`config.mk`:
```
export PLATFORM = sky130hd
export DESIGN_NAME = khu_sensor_top
export DESIGN_NICKNAME = d
export VERILOG_FILES = /design/src/common/khu_sensor_pkg.sv /design/src/common/ads_host_if.sv /design/src/ads1292/ads1292_controller.sv /design/src/hdl/khu_sensor_top.sv /design/src/hdl/sensor_core.sv /design/src/hdl/uart_tx.sv
export SDC_FILE = /design/constraint.sdc
export NUM_CORES = 1
export LEC_CHECK = 0
export ABC_CLOCK_PERIOD_IN_PS = 4400
export BUFFER_PORTS_ARGS = -buffer_cell sky130_fd_sc_hd__buf_2
export CAP_MARGIN = 20
export CORE_MARGIN = 2
export CORE_UTILIZATION = 30
export CTS_CLUSTER_DIAMETER = 50
export DETAILED_ROUTE_END_ITERATION = 6
export GPL_ROUTABILITY_DRIVEN = 0
export MAX_ROUTING_LAYER = met4
export SETUP_SLACK_MARGIN = 0.15
export SLEW_MARGIN = 20
export SYNTH_ARGS = -nofsm -noshare
export SYNTH_HDL_FRONTEND = slang
export SYNTH_SLANG_ARGS = --single-unit
```
`constraint.sdc`:
```
create_clock -name i_clk -period 4.4 [get_ports i_clk]
set_input_delay 0.44 -clock i_clk [delete_from_list [all_inputs] [get_ports i_clk]]
set_output_delay 0.44 -clock i_clk [all_outputs]
set_load 0.01 [all_outputs]
```
`src/common/khu_sensor_pkg.sv`:
```
// khu_sensor shared definitions
// Frame layout, word packing, ADS1292 opcodes and controller states
`default_nettype none

package khu_sensor_pkg;

	//============================================================
	// Widths
	//============================================================
	localparam int FRAME_W = 72;  // Status + two channels
	localparam int CH_W    = 24;  // One ADS1292 channel
	localparam int WORD_W  = 32;  // Word sent to the PC
	localparam int BYTE_W  = 8;
	localparam int PACK_W  = 16;  // Kept bits per channel

	typedef logic [FRAME_W-1:0] ads_frame_t;
	typedef logic [WORD_W-1:0]  uart_word_t;
	typedef logic [BYTE_W-1:0]  spi_byte_t;

	//============================================================
	// Frame fields, MSB first on the wire
	//============================================================
	// [71:48] status, [47:24] channel 1, [23:0] channel 2
	localparam int CH1_MSB = 2*CH_W - 1;
	localparam int CH2_MSB = CH_W - 1;

	// ADS1292 SPI opcodes
	localparam spi_byte_t CMD_SDATAC = 8'h11;  // Stop continuous read
	localparam spi_byte_t CMD_RDATAC = 8'h10;  // Start continuous read

	// Controller FSM
	typedef enum logic [2:0] {
		ADS_IDLE,       // After reset, waiting for run
		ADS_CMD,        // Shifting a command byte
		ADS_START,      // Raise START
		ADS_WAIT_DRDY,  // Armed, waiting for DRDY fall
		ADS_READ,       // Clocking out a 72-bit frame
		ADS_DONE        // Publish the frame
	} ads_state_t;

endpackage

`default_nettype wire

```
`src/common/ads_host_if.sv`:
```
// Sensor core to ADS1292 controller link
// Run control down, init status and frames up
`timescale 1ns/10ps
`default_nettype none

interface ads_host_if;
	import khu_sensor_pkg::*;

	logic       run;          // Level from host
	logic       init_done;    // Chip in RDATAC, START high
	logic       busy;         // SPI transfer in progress
	ads_frame_t frame;        // Held until next frame_valid
	logic       frame_valid;  // One-cycle strobe

	modport host (
		output run,
		input  init_done, busy, frame, frame_valid
	);

	modport device (
		input  run,
		output init_done, busy, frame, frame_valid
	);

endinterface

`default_nettype wire

```
`src/ads1292/ads1292_controller.sv`:
```
// ADS1292 controller, SPI master
// Puts the chip in RDATAC mode, then reads one 72-bit frame per DRDY fall
`timescale 1ns/10ps
`default_nettype none

module ads1292_controller #(
	parameter int SCLK_HALF = 2  // Clocks per SCLK half period
) (
	input  wire        i_clk,
	input  wire        i_rst_n,
	input  wire        i_spi_miso,
	input  wire        i_drdy_n,
	ads_host_if.device dev,
	output logic       o_spi_sclk,
	output logic       o_spi_mosi,
	output logic       o_spi_csn,
	output logic       o_ads_start
);
	import khu_sensor_pkg::*;

	localparam int DIV_W = (SCLK_HALF > 1) ? $clog2(SCLK_HALF) : 1;
	localparam int BIT_W = $clog2(FRAME_W);

	ads_state_t       state;
	logic [DIV_W-1:0] sclk_cnt;
	logic [BIT_W-1:0] bit_cnt;
	logic             cmd_sel;    // 0 SDATAC, 1 RDATAC
	spi_byte_t        cmd_sr;
	ads_frame_t       rx_sr;
	ads_frame_t       frame_q;
	logic             spi_sclk;
	logic             spi_mosi;
	logic             spi_csn;
	logic             ads_start;
	logic             init_done;
	logic             frame_valid;
	logic [2:0]       drdy_sync;  // Two sync stages + edge stage

	logic half_tick;
	logic sclk_rise;
	logic sclk_fall;
	logic last_bit;
	logic drdy_fall;

	//============================================================
	// SCLK timing
	//============================================================
	assign half_tick = (sclk_cnt == DIV_W'(SCLK_HALF - 1));
	assign sclk_rise = !spi_csn && half_tick && !spi_sclk;  // MOSI changes here
	assign sclk_fall = !spi_csn && half_tick && spi_sclk;   // MISO sampled here
	// 8 bits per command, 72 per frame
	assign last_bit  = (state == ADS_CMD) ? (bit_cnt == BIT_W'(BYTE_W - 1))
	                                      : (bit_cnt == BIT_W'(FRAME_W - 1));

	// DRDY is active low and asynchronous
	always_ff @(posedge i_clk or negedge i_rst_n) begin
		if (!i_rst_n)
			drdy_sync <= 3'b111;
		else
			drdy_sync <= {drdy_sync[1:0], i_drdy_n};
	end
	assign drdy_fall = drdy_sync[2] && !drdy_sync[1];

	//============================================================
	// Control FSM and SPI engine
	//============================================================
	always_ff @(posedge i_clk or negedge i_rst_n) begin
		if (!i_rst_n) begin
			state       <= ADS_IDLE;
			sclk_cnt    <= '0;
			bit_cnt     <= '0;
			cmd_sel     <= 1'b0;
			spi_sclk    <= 1'b1;  // SCLK idles high
			spi_mosi    <= 1'b0;
			spi_csn     <= 1'b1;
			ads_start   <= 1'b0;
			init_done   <= 1'b0;
			frame_valid <= 1'b0;
		end else begin
			frame_valid <= 1'b0;
			if (init_done)
				ads_start <= dev.run;  // START follows run once set up
			case (state)
				ADS_IDLE: begin
					if (dev.run)
						state <= ADS_CMD;
				end
				ADS_CMD, ADS_READ: begin
					if (spi_csn) begin  // Open a CSN window
						spi_csn  <= 1'b0;
						spi_sclk <= 1'b1;
						sclk_cnt <= '0;
						bit_cnt  <= '0;
						spi_mosi <= (state == ADS_CMD) ? cmd_sr[BYTE_W-1] : 1'b0;
					end else if (half_tick) begin
						sclk_cnt <= '0;
						spi_sclk <= !spi_sclk;
						if (sclk_rise) begin
							bit_cnt  <= bit_cnt + 1'b1;
							spi_mosi <= (state == ADS_CMD) ? cmd_sr[BYTE_W-2] : 1'b0;
							if (last_bit) begin
								spi_csn  <= 1'b1;  // Window ends on last rising SCLK
								spi_mosi <= 1'b0;
								if (state == ADS_READ)
									state <= ADS_DONE;
								else if (cmd_sel)
									state <= ADS_START;
								else
									cmd_sel <= 1'b1;  // Second byte next
							end
						end
					end else begin
						sclk_cnt <= sclk_cnt + 1'b1;
					end
				end
				ADS_START: begin
					ads_start <= 1'b1;
					state     <= ADS_WAIT_DRDY;
				end
				ADS_WAIT_DRDY: begin
					init_done <= 1'b1;  // One cycle after START
					if (dev.run && drdy_fall)
						state <= ADS_READ;
				end
				ADS_DONE: begin
					frame_valid <= 1'b1;  // Cycle after CSN rises
					state       <= ADS_WAIT_DRDY;
				end
				default: state <= ADS_IDLE;
			endcase
		end
	end

	// Command byte, MSB out first
	always_ff @(posedge i_clk) begin
		if (state == ADS_IDLE)
			cmd_sr <= CMD_SDATAC;
		else if (state == ADS_CMD && sclk_rise)
			cmd_sr <= last_bit ? CMD_RDATAC : {cmd_sr[BYTE_W-2:0], 1'b0};
	end

	// Frame capture
	always_ff @(posedge i_clk) begin
		if (state == ADS_READ && sclk_fall)
			rx_sr <= {rx_sr[FRAME_W-2:0], i_spi_miso};
		if (state == ADS_DONE)
			frame_q <= rx_sr;
	end

	assign dev.init_done   = init_done;
	assign dev.busy        = (state == ADS_CMD) || (state == ADS_READ) || (state == ADS_DONE);
	assign dev.frame       = frame_q;
	assign dev.frame_valid = frame_valid;

	assign o_spi_sclk  = spi_sclk;
	assign o_spi_mosi  = spi_mosi;
	assign o_spi_csn   = spi_csn;
	assign o_ads_start = ads_start;

endmodule

`default_nettype wire

```
`src/hdl/khu_sensor_top.sv`:
```
// khu_sensor top level
// ADS1292 frames in over SPI, packed words out over UART
`timescale 1ns/10ps
`default_nettype none

module khu_sensor_top #(
	parameter int CLKS_PER_BIT = 8,  // UART bit time in clocks
	parameter int SCLK_HALF    = 2   // SPI half period in clocks
) (
	input  wire  i_clk,
	input  wire  i_rst_n,
	input  wire  i_run,
	input  wire  i_spi_miso,
	input  wire  i_drdy_n,
	output logic o_txd,
	output logic o_spi_sclk,
	output logic o_spi_mosi,
	output logic o_spi_csn,
	output logic o_ads_start,
	output logic o_init_done,
	output logic o_overrun,
	output logic o_core_busy
);
	import khu_sensor_pkg::*;

	//============================================================
	// Internal connection
	//============================================================
	uart_word_t w_tx_word;
	logic       w_tx_valid;
	logic       w_tx_ready;

	ads_host_if u_ads_if ();

	assign o_init_done = u_ads_if.init_done;

	ads1292_controller #(
		.SCLK_HALF (SCLK_HALF)
	) u_ads1292_controller (
		.i_clk       (i_clk),
		.i_rst_n     (i_rst_n),
		.i_spi_miso  (i_spi_miso),
		.i_drdy_n    (i_drdy_n),   // Active low data ready
		.dev         (u_ads_if.device),
		.o_spi_sclk  (o_spi_sclk),
		.o_spi_mosi  (o_spi_mosi),
		.o_spi_csn   (o_spi_csn),
		.o_ads_start (o_ads_start)
	);

	sensor_core u_sensor_core (
		.i_clk       (i_clk),
		.i_rst_n     (i_rst_n),
		.i_run       (i_run),
		.i_tx_ready  (w_tx_ready),
		.host        (u_ads_if.host),
		.o_tx_word   (w_tx_word),
		.o_tx_valid  (w_tx_valid),
		.o_overrun   (o_overrun),
		.o_core_busy (o_core_busy)
	);

	uart_tx #(
		.CLKS_PER_BIT (CLKS_PER_BIT)
	) u_uart_tx (
		.i_clk   (i_clk),
		.i_rst_n (i_rst_n),
		.i_word  (w_tx_word),
		.i_valid (w_tx_valid),
		.o_ready (w_tx_ready),
		.o_txd   (o_txd)      // To PC
	);

endmodule

`default_nettype wire

```
`src/hdl/sensor_core.sv`:
```
// Sensor core
// Run control, frame to word packing, one-word buffer, overrun flag
`timescale 1ns/10ps
`default_nettype none

module sensor_core (
	input  wire                        i_clk,
	input  wire                        i_rst_n,
	input  wire                        i_run,
	input  wire                        i_tx_ready,
	ads_host_if.host                   host,
	output khu_sensor_pkg::uart_word_t o_tx_word,
	output logic                       o_tx_valid,
	output logic                       o_overrun,
	output logic                       o_core_busy
);
	import khu_sensor_pkg::*;

	logic       run_q;
	logic       buf_full;
	uart_word_t buf_word;
	uart_word_t pack_word;
	logic       frame_in;
	logic       tx_xfer;

	//============================================================
	// Run control
	//============================================================
	// Run changes only between SPI transfers
	always_ff @(posedge i_clk or negedge i_rst_n) begin
		if (!i_rst_n)
			run_q <= 1'b0;
		else if (!host.busy)
			run_q <= i_run;
	end
	assign host.run = run_q;

	//============================================================
	// Packing and buffer
	//============================================================
	// Top 16 bits of ch1 in upper half, ch2 in lower half
	assign pack_word = {host.frame[CH1_MSB -: PACK_W], host.frame[CH2_MSB -: PACK_W]};
	assign frame_in  = host.frame_valid && host.init_done;
	assign tx_xfer   = buf_full && i_tx_ready;

	always_ff @(posedge i_clk or negedge i_rst_n) begin
		if (!i_rst_n) begin
			buf_full  <= 1'b0;
			o_overrun <= 1'b0;
		end else begin
			if (tx_xfer)
				buf_full <= 1'b0;  // Word taken by UART
			if (frame_in) begin
				if (!buf_full)
					buf_full <= 1'b1;
				else
					o_overrun <= 1'b1;  // Sticky, frame dropped
			end
		end
	end

	// Word payload
	always_ff @(posedge i_clk) begin
		if (frame_in && !buf_full)
			buf_word <= pack_word;
	end

	assign o_tx_word   = buf_word;
	assign o_tx_valid  = buf_full;
	assign o_core_busy = buf_full || !i_tx_ready;

endmodule

`default_nettype wire

```
`src/hdl/uart_tx.sv`:
```
// UART transmitter, 8N1
// Sends one 32-bit word as four bytes, MSB byte first
`timescale 1ns/10ps
`default_nettype none

module uart_tx #(
	parameter int CLKS_PER_BIT = 8
) (
	input  wire                       i_clk,
	input  wire                       i_rst_n,
	input  khu_sensor_pkg::uart_word_t i_word,
	input  wire                       i_valid,
	output logic                      o_ready,
	output logic                      o_txd
);
	import khu_sensor_pkg::*;

	localparam int CNT_W = (CLKS_PER_BIT > 1) ? $clog2(CLKS_PER_BIT) : 1;

	logic             busy;
	logic [CNT_W-1:0] baud_cnt;
	logic [3:0]       bit_idx;   // 0 start, 1..8 data, 9 stop
	logic [1:0]       byte_idx;
	uart_word_t       word_sr;
	spi_byte_t        tx_byte;
	logic             bit_end;

	assign tx_byte = word_sr[WORD_W-1 -: BYTE_W];  // Current byte, top of word
	assign bit_end = (baud_cnt == CNT_W'(CLKS_PER_BIT - 1));
	assign o_ready = !busy;

	always_ff @(posedge i_clk or negedge i_rst_n) begin
		if (!i_rst_n) begin
			busy     <= 1'b0;
			baud_cnt <= '0;
			bit_idx  <= '0;
			byte_idx <= '0;
			o_txd    <= 1'b1;  // Line idles high
		end else if (!busy) begin
			if (i_valid) begin
				busy     <= 1'b1;
				baud_cnt <= '0;
				bit_idx  <= '0;
				byte_idx <= '0;
				o_txd    <= 1'b0;  // First start bit
			end
		end else if (bit_end) begin
			baud_cnt <= '0;
			if (bit_idx == 4'd9) begin
				if (byte_idx == 2'd3) begin
					busy <= 1'b0;  // 40 bit times done
				end else begin
					byte_idx <= byte_idx + 1'b1;
					bit_idx  <= '0;
					o_txd    <= 1'b0;
				end
			end else begin
				bit_idx <= bit_idx + 1'b1;
				o_txd   <= (bit_idx == 4'd8) ? 1'b1 : tx_byte[bit_idx[2:0]];  // LSB first
			end
		end else begin
			baud_cnt <= baud_cnt + 1'b1;
		end
	end

	// Payload, next byte moves up after each stop bit
	always_ff @(posedge i_clk) begin
		if (!busy && i_valid)
			word_sr <= i_word;
		else if (busy && bit_end && bit_idx == 4'd9)
			word_sr <= {word_sr[WORD_W-BYTE_W-1:0], {BYTE_W{1'b0}}};
	end

endmodule

`default_nettype wire

```
# After elaboration in Yosys (flattened, before gate mapping)
# Index checks and enable logic that the tools add are counted.
dict set report word_totals {
  register_bits 203
  input_bits 5
  output_inout_bits 8
  elab_cells 151
}
dict set report classes {
  add_sub_neg 5
  order_cmp 1
  eq_ne 22
  mux 62
  bitwise 2
  reduce_logical 35
}
# operator count
set op_table {}
lappend op_table {{32-bit two-way mux} 2}
lappend op_table {{1-bit two-way mux} 33}
lappend op_table {{3-bit two-way mux} 11}
lappend op_table {{7-bit two-way mux} 3}
lappend op_table {{4-bit two-way mux} 5}
lappend op_table {{1-bit logical AND} 12}
lappend op_table {{3-bit case mux with 4 select lines} 1}
lappend op_table {{2-bit two-way mux} 5}
lappend op_table {{2-bit by 1-bit inequality test with 1-bit output, second input constant} 5}
lappend op_table {{2-bit nonzero test} 5}
lappend op_table {{3-bit == test, second input constant} 3}
lappend op_table {{4-bit == test, second input constant} 2}
lappend op_table {{8-bit two-way mux} 1}
lappend op_table {{2-bit inequality test, second input constant} 4}
lappend op_table {{7-bit by 1-bit adder with 7-bit output, second input constant} 1}
lappend op_table {{7-bit by 3-bit == test with 1-bit output, second input constant} 1}
lappend op_table {{7-bit == test, second input constant} 1}
lappend op_table {{7-bit AND reduction} 1}
lappend op_table {{3-bit by 2-bit == test with 1-bit output, second input constant} 2}
lappend op_table {{3-bit AND reduction} 2}
lappend op_table {{6-bit AND reduction} 1}
lappend op_table {{1-bit logical NOT} 5}
lappend op_table {{4-bit by 1-bit adder with 4-bit output, second input constant} 1}
lappend op_table {{3-bit by 4-bit less-than comparator with 1-bit output, second input constant} 1}
lappend op_table {{14 further kinds} 19}

# Logic depth before layout (Yosys ltp)
# Gate-level depths: netlist of run 1.
dict set report depth {
  depth_word 7
  ltp_mapped 6
  depth_no_buf 6
}

# Hierarchy
# From an unflattened synthesis of run 1, not the netlist that was laid out.
dict set report unflattened {
  hier_cells 473
  hier_area_um2 8818.5
}
# module n_inst cells_each area_each_um2 seq_area_each_um2
set modules_own_cells {}
lappend modules_own_cells {ads1292_controller 1 291 5735.5 5016.1}
lappend modules_own_cells {uart_tx 1 141 1999.4 1237.4}
lappend modules_own_cells {sensor_core 1 41 1083.5 1036.0}

# Worst setup path after synthesis of run 1
# No wires, ideal clock.
dict set report synth_timing {
  path_kind {reg-to-reg}
  start {register u_ads1292_controller.state[1]}
  end {register u_ads1292_controller.frame_q[10], in the netlist u_ads1292_controller.dev.frame[10] (enable)}
  setup_time_ps 463
  arrival_ps 2929
  t_required_ps 3937
  path_slack_ps 1008
  path_stages_with_launch 3
  n_path_buf 1
  synth_period_minus_slack_ps 3392
  cell_sequence {dfrtp_1 -> clkbuf_1 -> nor3_1}
}
dict set report synth_via {
  elab_chain_cells 1
}
# element line
set synth_lines {}
lappend synth_lines {{from (decl)} ads1292_controller.sv:24} ;# ads_state_t state;
lappend synth_lines {{from (signal assigned)} ads1292_controller.sv:69} ;# state <= ADS_IDLE;
lappend synth_lines {{from (signal assigned)} ads1292_controller.sv:86} ;# state <= ADS_CMD;
lappend synth_lines {{from (signal assigned)} ads1292_controller.sv:105} ;# state <= ADS_DONE;
lappend synth_lines {{3-bit == test} ads1292_controller.sv:146} ;# if (state == ADS_DONE)
lappend synth_lines {{to (signal assigned)} ads1292_controller.sv:147} ;# frame_q <= rx_sr;
lappend synth_lines {{to (decl)} ads1292_controller.sv:30} ;# ads_frame_t frame_q;
# No other way between the ends.
# A chain may end at the register's enable or synchronous reset.

# Final worst setup path of run 1
dict set report layout_timing {
  start {register u_ads1292_controller.state[2]}
  end {register u_ads1292_controller.rx_sr[40] (enable)}
}
dict set report layout_via {
  elab_chain_cells 2
}
# element line
set layout_lines {}
lappend layout_lines {{3-bit == test} ads1292_controller.sv:144} ;# if (state == ADS_READ && sclk_fall)
lappend layout_lines {{1-bit logical AND} ads1292_controller.sv:144}
lappend layout_lines {{to (signal assigned)} ads1292_controller.sv:145} ;# rx_sr <= {rx_sr[FRAME_W-2:0], i_spi_miso};
lappend layout_lines {{to (decl)} ads1292_controller.sv:29} ;# ads_frame_t rx_sr;
# No other way between the ends.

==> impl_metrics.env, run 1 <==
export IMPL_run_status="complete, no violations"
export IMPL_antenna_found_initial=0
export IMPL_htree_levels=4
export IMPL_hp_class="input port to asynchronous set/reset pin"
export IMPL_holdWs_ns=0.100
export IMPL_dieHeight_um=155
export IMPL_rsz0062_at_grt="no"
export IMPL_tritoncts="built"
export IMPL_port_buffers=12
export IMPL_p_seq_share_pct=53.7
export IMPL_pwr_share_clk_pct=38.2
export IMPL_dieArea_sq_mm=0.0240
export IMPL_p_comb_share_pct=8.1
export IMPL_synth_edf_count=144
export IMPL_async_flop_share_pct=18.7
export IMPL_clock_latency_ns=0.43
export IMPL_cp_max_fo=48
export IMPL_rows=55
export IMPL_p_per_area_mw_per_mm2=487
export IMPL_grt_pass1_vias=3549
export IMPL_ys_flop_type="edfxtp_1"
export IMPL_grt_ovfl_total=0
export IMPL_slowest_delay_ns=0.64
export IMPL_setup_viol=0
export IMPL_p_int_mw=2.90
export IMPL_ys_ff_latch=187
export IMPL_yosys_warnings=0
export IMPL_timing_rr_start="u_ads1292_controller.state[2]"
export IMPL_grt_pass1_wl_mm=17.7
export IMPL_crit_chain="inv_1 > nor4b_1 > and3_4"
export IMPL_hpwl_mm=6.17
export IMPL_grt_max_degree=49
export IMPL_cts_buffers_inserted=17
export IMPL_postRouteAntennaNets=0
export IMPL_synth_most_common_cell="edfxtp_1"
export IMPL_post_place_ws_ns=1.98
export IMPL_reg2reg_to="u_ads1292_controller.rx_sr[40]"
export IMPL_drc=0
export IMPL_wl_per_cell_um=13.8
export IMPL_fin_nets=470
export IMPL_cts_root_buffer="clkbuf_16"
export IMPL_swShare_pct=23.7
export IMPL_critical_path_class="register to register"
export IMPL_endpoint_kind="register"
export IMPL_fin_skew_ns=0.00850
export IMPL_area_growth_pct=14.1
export IMPL_synth_top_area_share_pct=63.2
export IMPL_ys_seq_area_share_pct=78.5
export IMPL_timing_final_crit_share_pct=48.2
export IMPL_power_switching_uw=901
export IMPL_syn_nets=451
export IMPL_p_leak_nw=2.88
export IMPL_netlist_area_sq_mm=0.00684
export IMPL_routed_wl_mm=10.4
export IMPL_fin_tns_setup_ns=0
export IMPL_cts_buffer_depth=2
export IMPL_dr_total_vias=3452
export IMPL_setup_ws_ns=2.28
export IMPL_netlist_cell_type_count=58
export IMPL_yosys_area_top_type="edfxtp_1"
export IMPL_drive_gt1_share_pct=15.6
export IMPL_start_util_pct=30.4
export IMPL_fin_crit_ns=2.12
export IMPL_firstDrtPassIters=4
export IMPL_tightest_slew_ns=0.893
export IMPL_synth_cells=442
export IMPL_post_cts_buffers=0
export IMPL_hold_viol=0
export IMPL_die_w_um=155
export IMPL_rrSetupSlack_ns=2.28
export IMPL_cp_top_family="simple AND/OR/NAND/NOR gates"
export IMPL_crit_required_ns=4.46
export IMPL_reg2regPathDepth=3
export IMPL_core_sq_mm=0.0225
export IMPL_max_slew_margin_rel_pct=40.2
export IMPL_clock_sinks=187
export IMPL_slew_viol_final=0
export IMPL_grt_total_usage_pct=9.80
export IMPL_cts_reportedPaths_clkPinSlew_ns=0.07
export IMPL_synthTopCellsByArea="edfxtp_1 (63%), dfrtp_1 (11%), nand2_1 (5.5%)"
export IMPL_cts_resized_gates=0
export IMPL_vias_per_cell=4.55
export IMPL_ir_worst_vdd_v=0.000259
export IMPL_fmax_mhz=472
export IMPL_start_kind="register"
export IMPL_critPathBufInv=1
export IMPL_cp_slowest_cell="and3_4"
export IMPL_synth_area_per_cell_sq_um=15.5
export IMPL_synth_common_cells="edfxtp_1 (144), nand2_1 (101), dfrtp_1 (29)"
export IMPL_arrival_ns=2.18
export IMPL_io_pins=13
export IMPL_antennaDiodeCount=0
export IMPL_drtIter0Drc=224
export IMPL_postCtsHoldBufs=0
export IMPL_cap_violations=0
## through the flow
stage	cell area [sq um]	power [mW]	utilization [%]	instances
finish	7800	3.80	34.7	759
CTS	7800	3.83	34.7	759
global route	7800	3.96	34.7	759
global placement	7230	2.36	32.1	727
detailed placement	7230	2.38	32.1	727
floorplan	6840	2.29	-	442
## worst register-to-register path, cell delays in order, from the launching register on
cell and delay (ns):
dfrtp_1 0.58, inv_1 0.17, nor4b_1 0.32, and3_4 0.65
## cells by family (layout without fill, tap and decap cells)
| kind of cell | count (synthesis) | count (layout) | share of synthesized area, % |
|---|---|---|---|
| AO/OA/AOI/OAI | 62 | 62 | 6.82 |
| XOR/XNOR | 2 | 2 | 0.476 |
| adder cells (fa/ha/maj) | 4 | 4 | 0.732 |
| buffers and inverters | 22 | 54 | 1.37 |
| flip-flops | 187 | 187 | 78.5 |
| multiplexers | 6 | 6 | 1.28 |
| AND/OR/NAND/NOR | 159 | 159 | 10.8 |
## metal layers
metal / vias to the layer above / routed length [um] / track usage, %
met3: 19 / 340 / 3.29
met1: 1708 / 4930 / 11.7
met2: 48 / 4980 / 15.0
met5: - / 0 / -
met4: 0 / 204 / 4.67
li1: 1677 / - / -
## worst max-delay path by stage
stage,startpoint,endpoint,cells after the start,slack (ns)
floorplan,u_ads1292_controller.state[1],u_ads1292_controller.dev.frame[10],2,1.01
global placement,u_ads1292_controller.state[2],u_ads1292_controller.rx_sr[15],3,2.06
detailed placement,u_ads1292_controller.state[2],u_ads1292_controller.rx_sr[14],3,1.98
CTS,u_ads1292_controller.state[2],u_ads1292_controller.rx_sr[27],3,1.96
global route,u_ads1292_controller.state[2],u_ads1292_controller.rx_sr[30],3,2.15
finish,u_ads1292_controller.state[2],u_ads1292_controller.rx_sr[40],3,2.28
## cell usage in the layout (no fill, tap or decap), types with 4 or more instances in the layout
| cell type | count |
|---|---|
| edfxtp_1 | 144 |
| nand2_1 | 101 |
| dfrtp_1 | 29 |
| clkbuf_16 | 17 |
| o21ai_0 | 14 |
| and2_1 | 12 |
| buf_2 | 12 |
| nor2_1 | 8 |
| dfxtp_1 | 8 |
| nand3_1 | 7 |
| o31ai_1 | 6 |
| a22o_1 | 6 |
| dfstp_2 | 6 |
| inv_1 | 5 |
| a32o_1 | 5 |
| inv_6 | 5 |
| nor2b_1 | 4 |
| a21oi_1 | 4 |
| ha_1 | 4 |
| buf_4 | 4 |
## area by class of cell
cell class	count	area [sq um]
multi-input cells	233	1400
clock buffers	19	433
flip-flops and latches	187	5370
clock inverters	13	135
inverters	6	22.5
fillers	2118	14700
repair buffers	16	90.1
well taps	285	357
## sequential cells by signal, summed over array words and instances, names as in the netlist, 2 cells and up
| signal | count |
|---|---|
| u_ads1292_controller.rx_sr | 48 |
| u_ads1292_controller.dev.frame | 32 |
| u_sensor_core.o_tx_word | 32 |
| u_uart_tx.word_sr | 32 |
| u_ads1292_controller.cmd_sr | 8 |
| u_ads1292_controller.bit_cnt | 7 |
| u_uart_tx.bit_idx | 4 |
| u_ads1292_controller.drdy_sync | 3 |
| u_ads1292_controller.state | 3 |
| u_uart_tx.baud_cnt | 3 |
| u_uart_tx.byte_idx | 2 |
## power groups by stage
stage | clock network (mW) | logic [mW] | registers, mW
floorplan | 0 | 0.232 | 2.06
global placement | 0 | 0.289 | 2.07
detailed placement | 0 | 0.307 | 2.07
CTS | 1.48 | 0.309 | 2.04
global route | 1.56 | 0.349 | 2.05
finish | 1.45 | 0.308 | 2.04
Power figures use the tool's default switching activity.
==> run 2, diff against run 1 <==
- ABC_CLOCK_PERIOD_IN_PS: 4400 -> 2100
- clock period: 4.4 -> 2.1 ns (I/O delays scaled with it)
==> run 2 against run 1 <==
Net effect: sequential share of layout area down 2.2 points; clock skew fell by 0.00070 ns; worst setup slack worse by 2.1 ns; non-clock buffer count up 14; final cell count up 2.0%; cell area rose by 3.4%; power up 120%; critical endpoint is now u_uart_tx.bit_idx[3]; die area unchanged; hold slack lost 0.077 ns; first-iteration DRC count up 23%; wire length is 6.5% higher; sequential cell count is the same.
==> impl_metrics.env, run 2 (same netlist as run 1, synthesis figures left out) <==
export IMPL_run_status="complete, no violations"
export IMPL_critical_path_class="register to register"
export IMPL_fin_crit_ns=1.87
export IMPL_rsz0062_at_grt="no"
export IMPL_start_util_pct=30.4
export IMPL_die_w_um=155
export IMPL_hp_class="input port to register"
export IMPL_endpoint_kind="register"
export IMPL_numPlacedInstances=738
export IMPL_post_place_ws_ns=0.102
export IMPL_p_leak_nw=3.01
export IMPL_swShare_pct=22.4
export IMPL_arrival_ns=2.17
export IMPL_grt_ovfl_total=0
export IMPL_htree_levels=4
export IMPL_clock_sinks=187
export IMPL_p_comb_share_pct=8.0
export IMPL_area_growth_pct=18.0
export IMPL_hold_viol=0
export IMPL_setup_viol=0
export IMPL_firstDrtPassIters=4
export IMPL_start_kind="register"
export IMPL_slew_viol_final=0
export IMPL_fin_skew_ns=0.00780
export IMPL_rows=55
export IMPL_drtIter0Drc=275
export IMPL_cts_root_buffer="clkbuf_16"
export IMPL_final_cells=774
export IMPL_layout_common_cells="edfxtp_1 (144), nand2_1 (101), dfrtp_1 (27), clkbuf_16 (17), o21ai_0 (14)"
export IMPL_max_slew_margin_rel_pct=46.1
export IMPL_cap_violations=0
export IMPL_cp_max_fo=3
export IMPL_tightest_slew_ns=0.809
export IMPL_cts_buffers_inserted=17
export IMPL_power_switching_mw=1.89
export IMPL_layout_commonest_cell="edfxtp_1"
export IMPL_fin_nets=485
export IMPL_timing_final_crit_share_pct=89.1
export IMPL_antenna_found_initial=0
export IMPL_core_sq_mm=0.0225
export IMPL_vias_per_cell=4.60
export IMPL_dieHeight_um=155
export IMPL_drc=0
export IMPL_p_int_mw=6.56
export IMPL_clock_latency_ns=0.42
export IMPL_grt_pass1_wl_mm=18.5
export IMPL_pwr_share_clk_pct=41.3
export IMPL_cts_buffer_depth=2
export IMPL_antennaDiodeCount=0
export IMPL_grt_max_degree=36
export IMPL_dr_total_vias=3558
export IMPL_drive_gt1_share_pct=18.2
export IMPL_cts_reportedPaths_clkPinSlew_ns=0.07
export IMPL_fin_tns_setup_ns=0
export IMPL_port_buffers=12
export IMPL_hpwl_mm=6.47
export IMPL_grt_pass1_vias=3648
export IMPL_fmax_mhz=534
export IMPL_postRouteAntennaNets=0
export IMPL_largest_reg_flops=48
export IMPL_io_pins=13
export IMPL_p_per_area_mw_per_mm2=1050
export IMPL_ir_worst_vdd_v=0.000555
export IMPL_routed_wl_mm=11.1
export IMPL_setup_ws_ns=0.229
export IMPL_grt_total_usage_pct=10.1
export IMPL_p_seq_share_pct=50.7
export IMPL_regMostFlops="u_ads1292_controller.rx_sr"
export IMPL_wl_per_cell_um=14.4
export IMPL_dieArea_sq_mm=0.0240
export IMPL_tritoncts="built"
export IMPL_holdWs_ns=0.0232
export IMPL_crit_required_ns=2.40
run 2: metal layers:
layer / part of all wire [%] / global-route usage [%] / wire length (um)
met3: 3.8 / 2.76 / 424
met2: 49 / 15.8 / 5440
met4: 2.1 / 5.03 / 231
met5: 0 / - / 0
met1: 45 / 12.2 / 5040
run 2: cell type report:
cell class	instances	area, sq um
fillers	2076	14400
inverters	6	22.5
clock inverters	15	229
flip-flops and latches	187	5370
clock buffers	17	425
well taps	285	357
multi-input cells	234	1430
repair buffers	30	240
run 2: worst max-delay path, stage by stage (launching register included):
cell,delay (ns)
dfrtp_1,0.39
ha_1,0.21
ha_1,0.22
mux2i_2,0.41
o31ai_1,0.14
a22o_1,0.19
a22o_1,0.19
run 2: timing repair:
action,CTS,global route
cloned,0,1
setup buffers,0,0
setup endpoints to repair,32,38
hold buffers,3,0
gates resized for setup,0,5
endpoints found under the hold margin,31,0
run 2: worst paths after layout:
check                      cells past startpoint                                 to                         startpoint  slack, ns
setup / recovery                               6               u_uart_tx.bit_idx[3]              u_uart_tx.baud_cnt[0]       0.23
hold / removal                                 2             u_sensor_core.host.run                              i_run       0.02
setup reg to reg                               6               u_uart_tx.bit_idx[3]              u_uart_tx.baud_cnt[0]       0.23
hold reg to reg                                0  u_ads1292_controller.drdy_sync[1]  u_ads1292_controller.drdy_sync[0]       0.36
max in group asynchronous                      2      u_ads1292_controller.state[2]                            i_rst_n       1.12
min in group asynchronous                      2             u_sensor_core.host.run                            i_rst_n       0.42
run 2: power groups by stage:
stage	registers, mW	clock network (mW)	logic [mW]
2_1_floorplan	4.31	0	0.487
3_3_place_gp	4.34	0	0.621
3_5_place_dp	4.35	0	0.659
4_1_cts	4.28	3.58	0.666
5_1_grt	4.31	3.74	0.763
6_report	4.29	3.50	0.675
run 2: through the flow:
step	area, sq um	utilization (%)	total power [mW]
3_5_place_dp	7360	32.7	5.01
3_3_place_gp	7360	32.7	4.96
6_report	8070	35.9	8.46
5_1_grt	8070	35.9	8.82
4_1_cts	8050	35.8	8.52
2_1_floorplan	6860	-	4.80
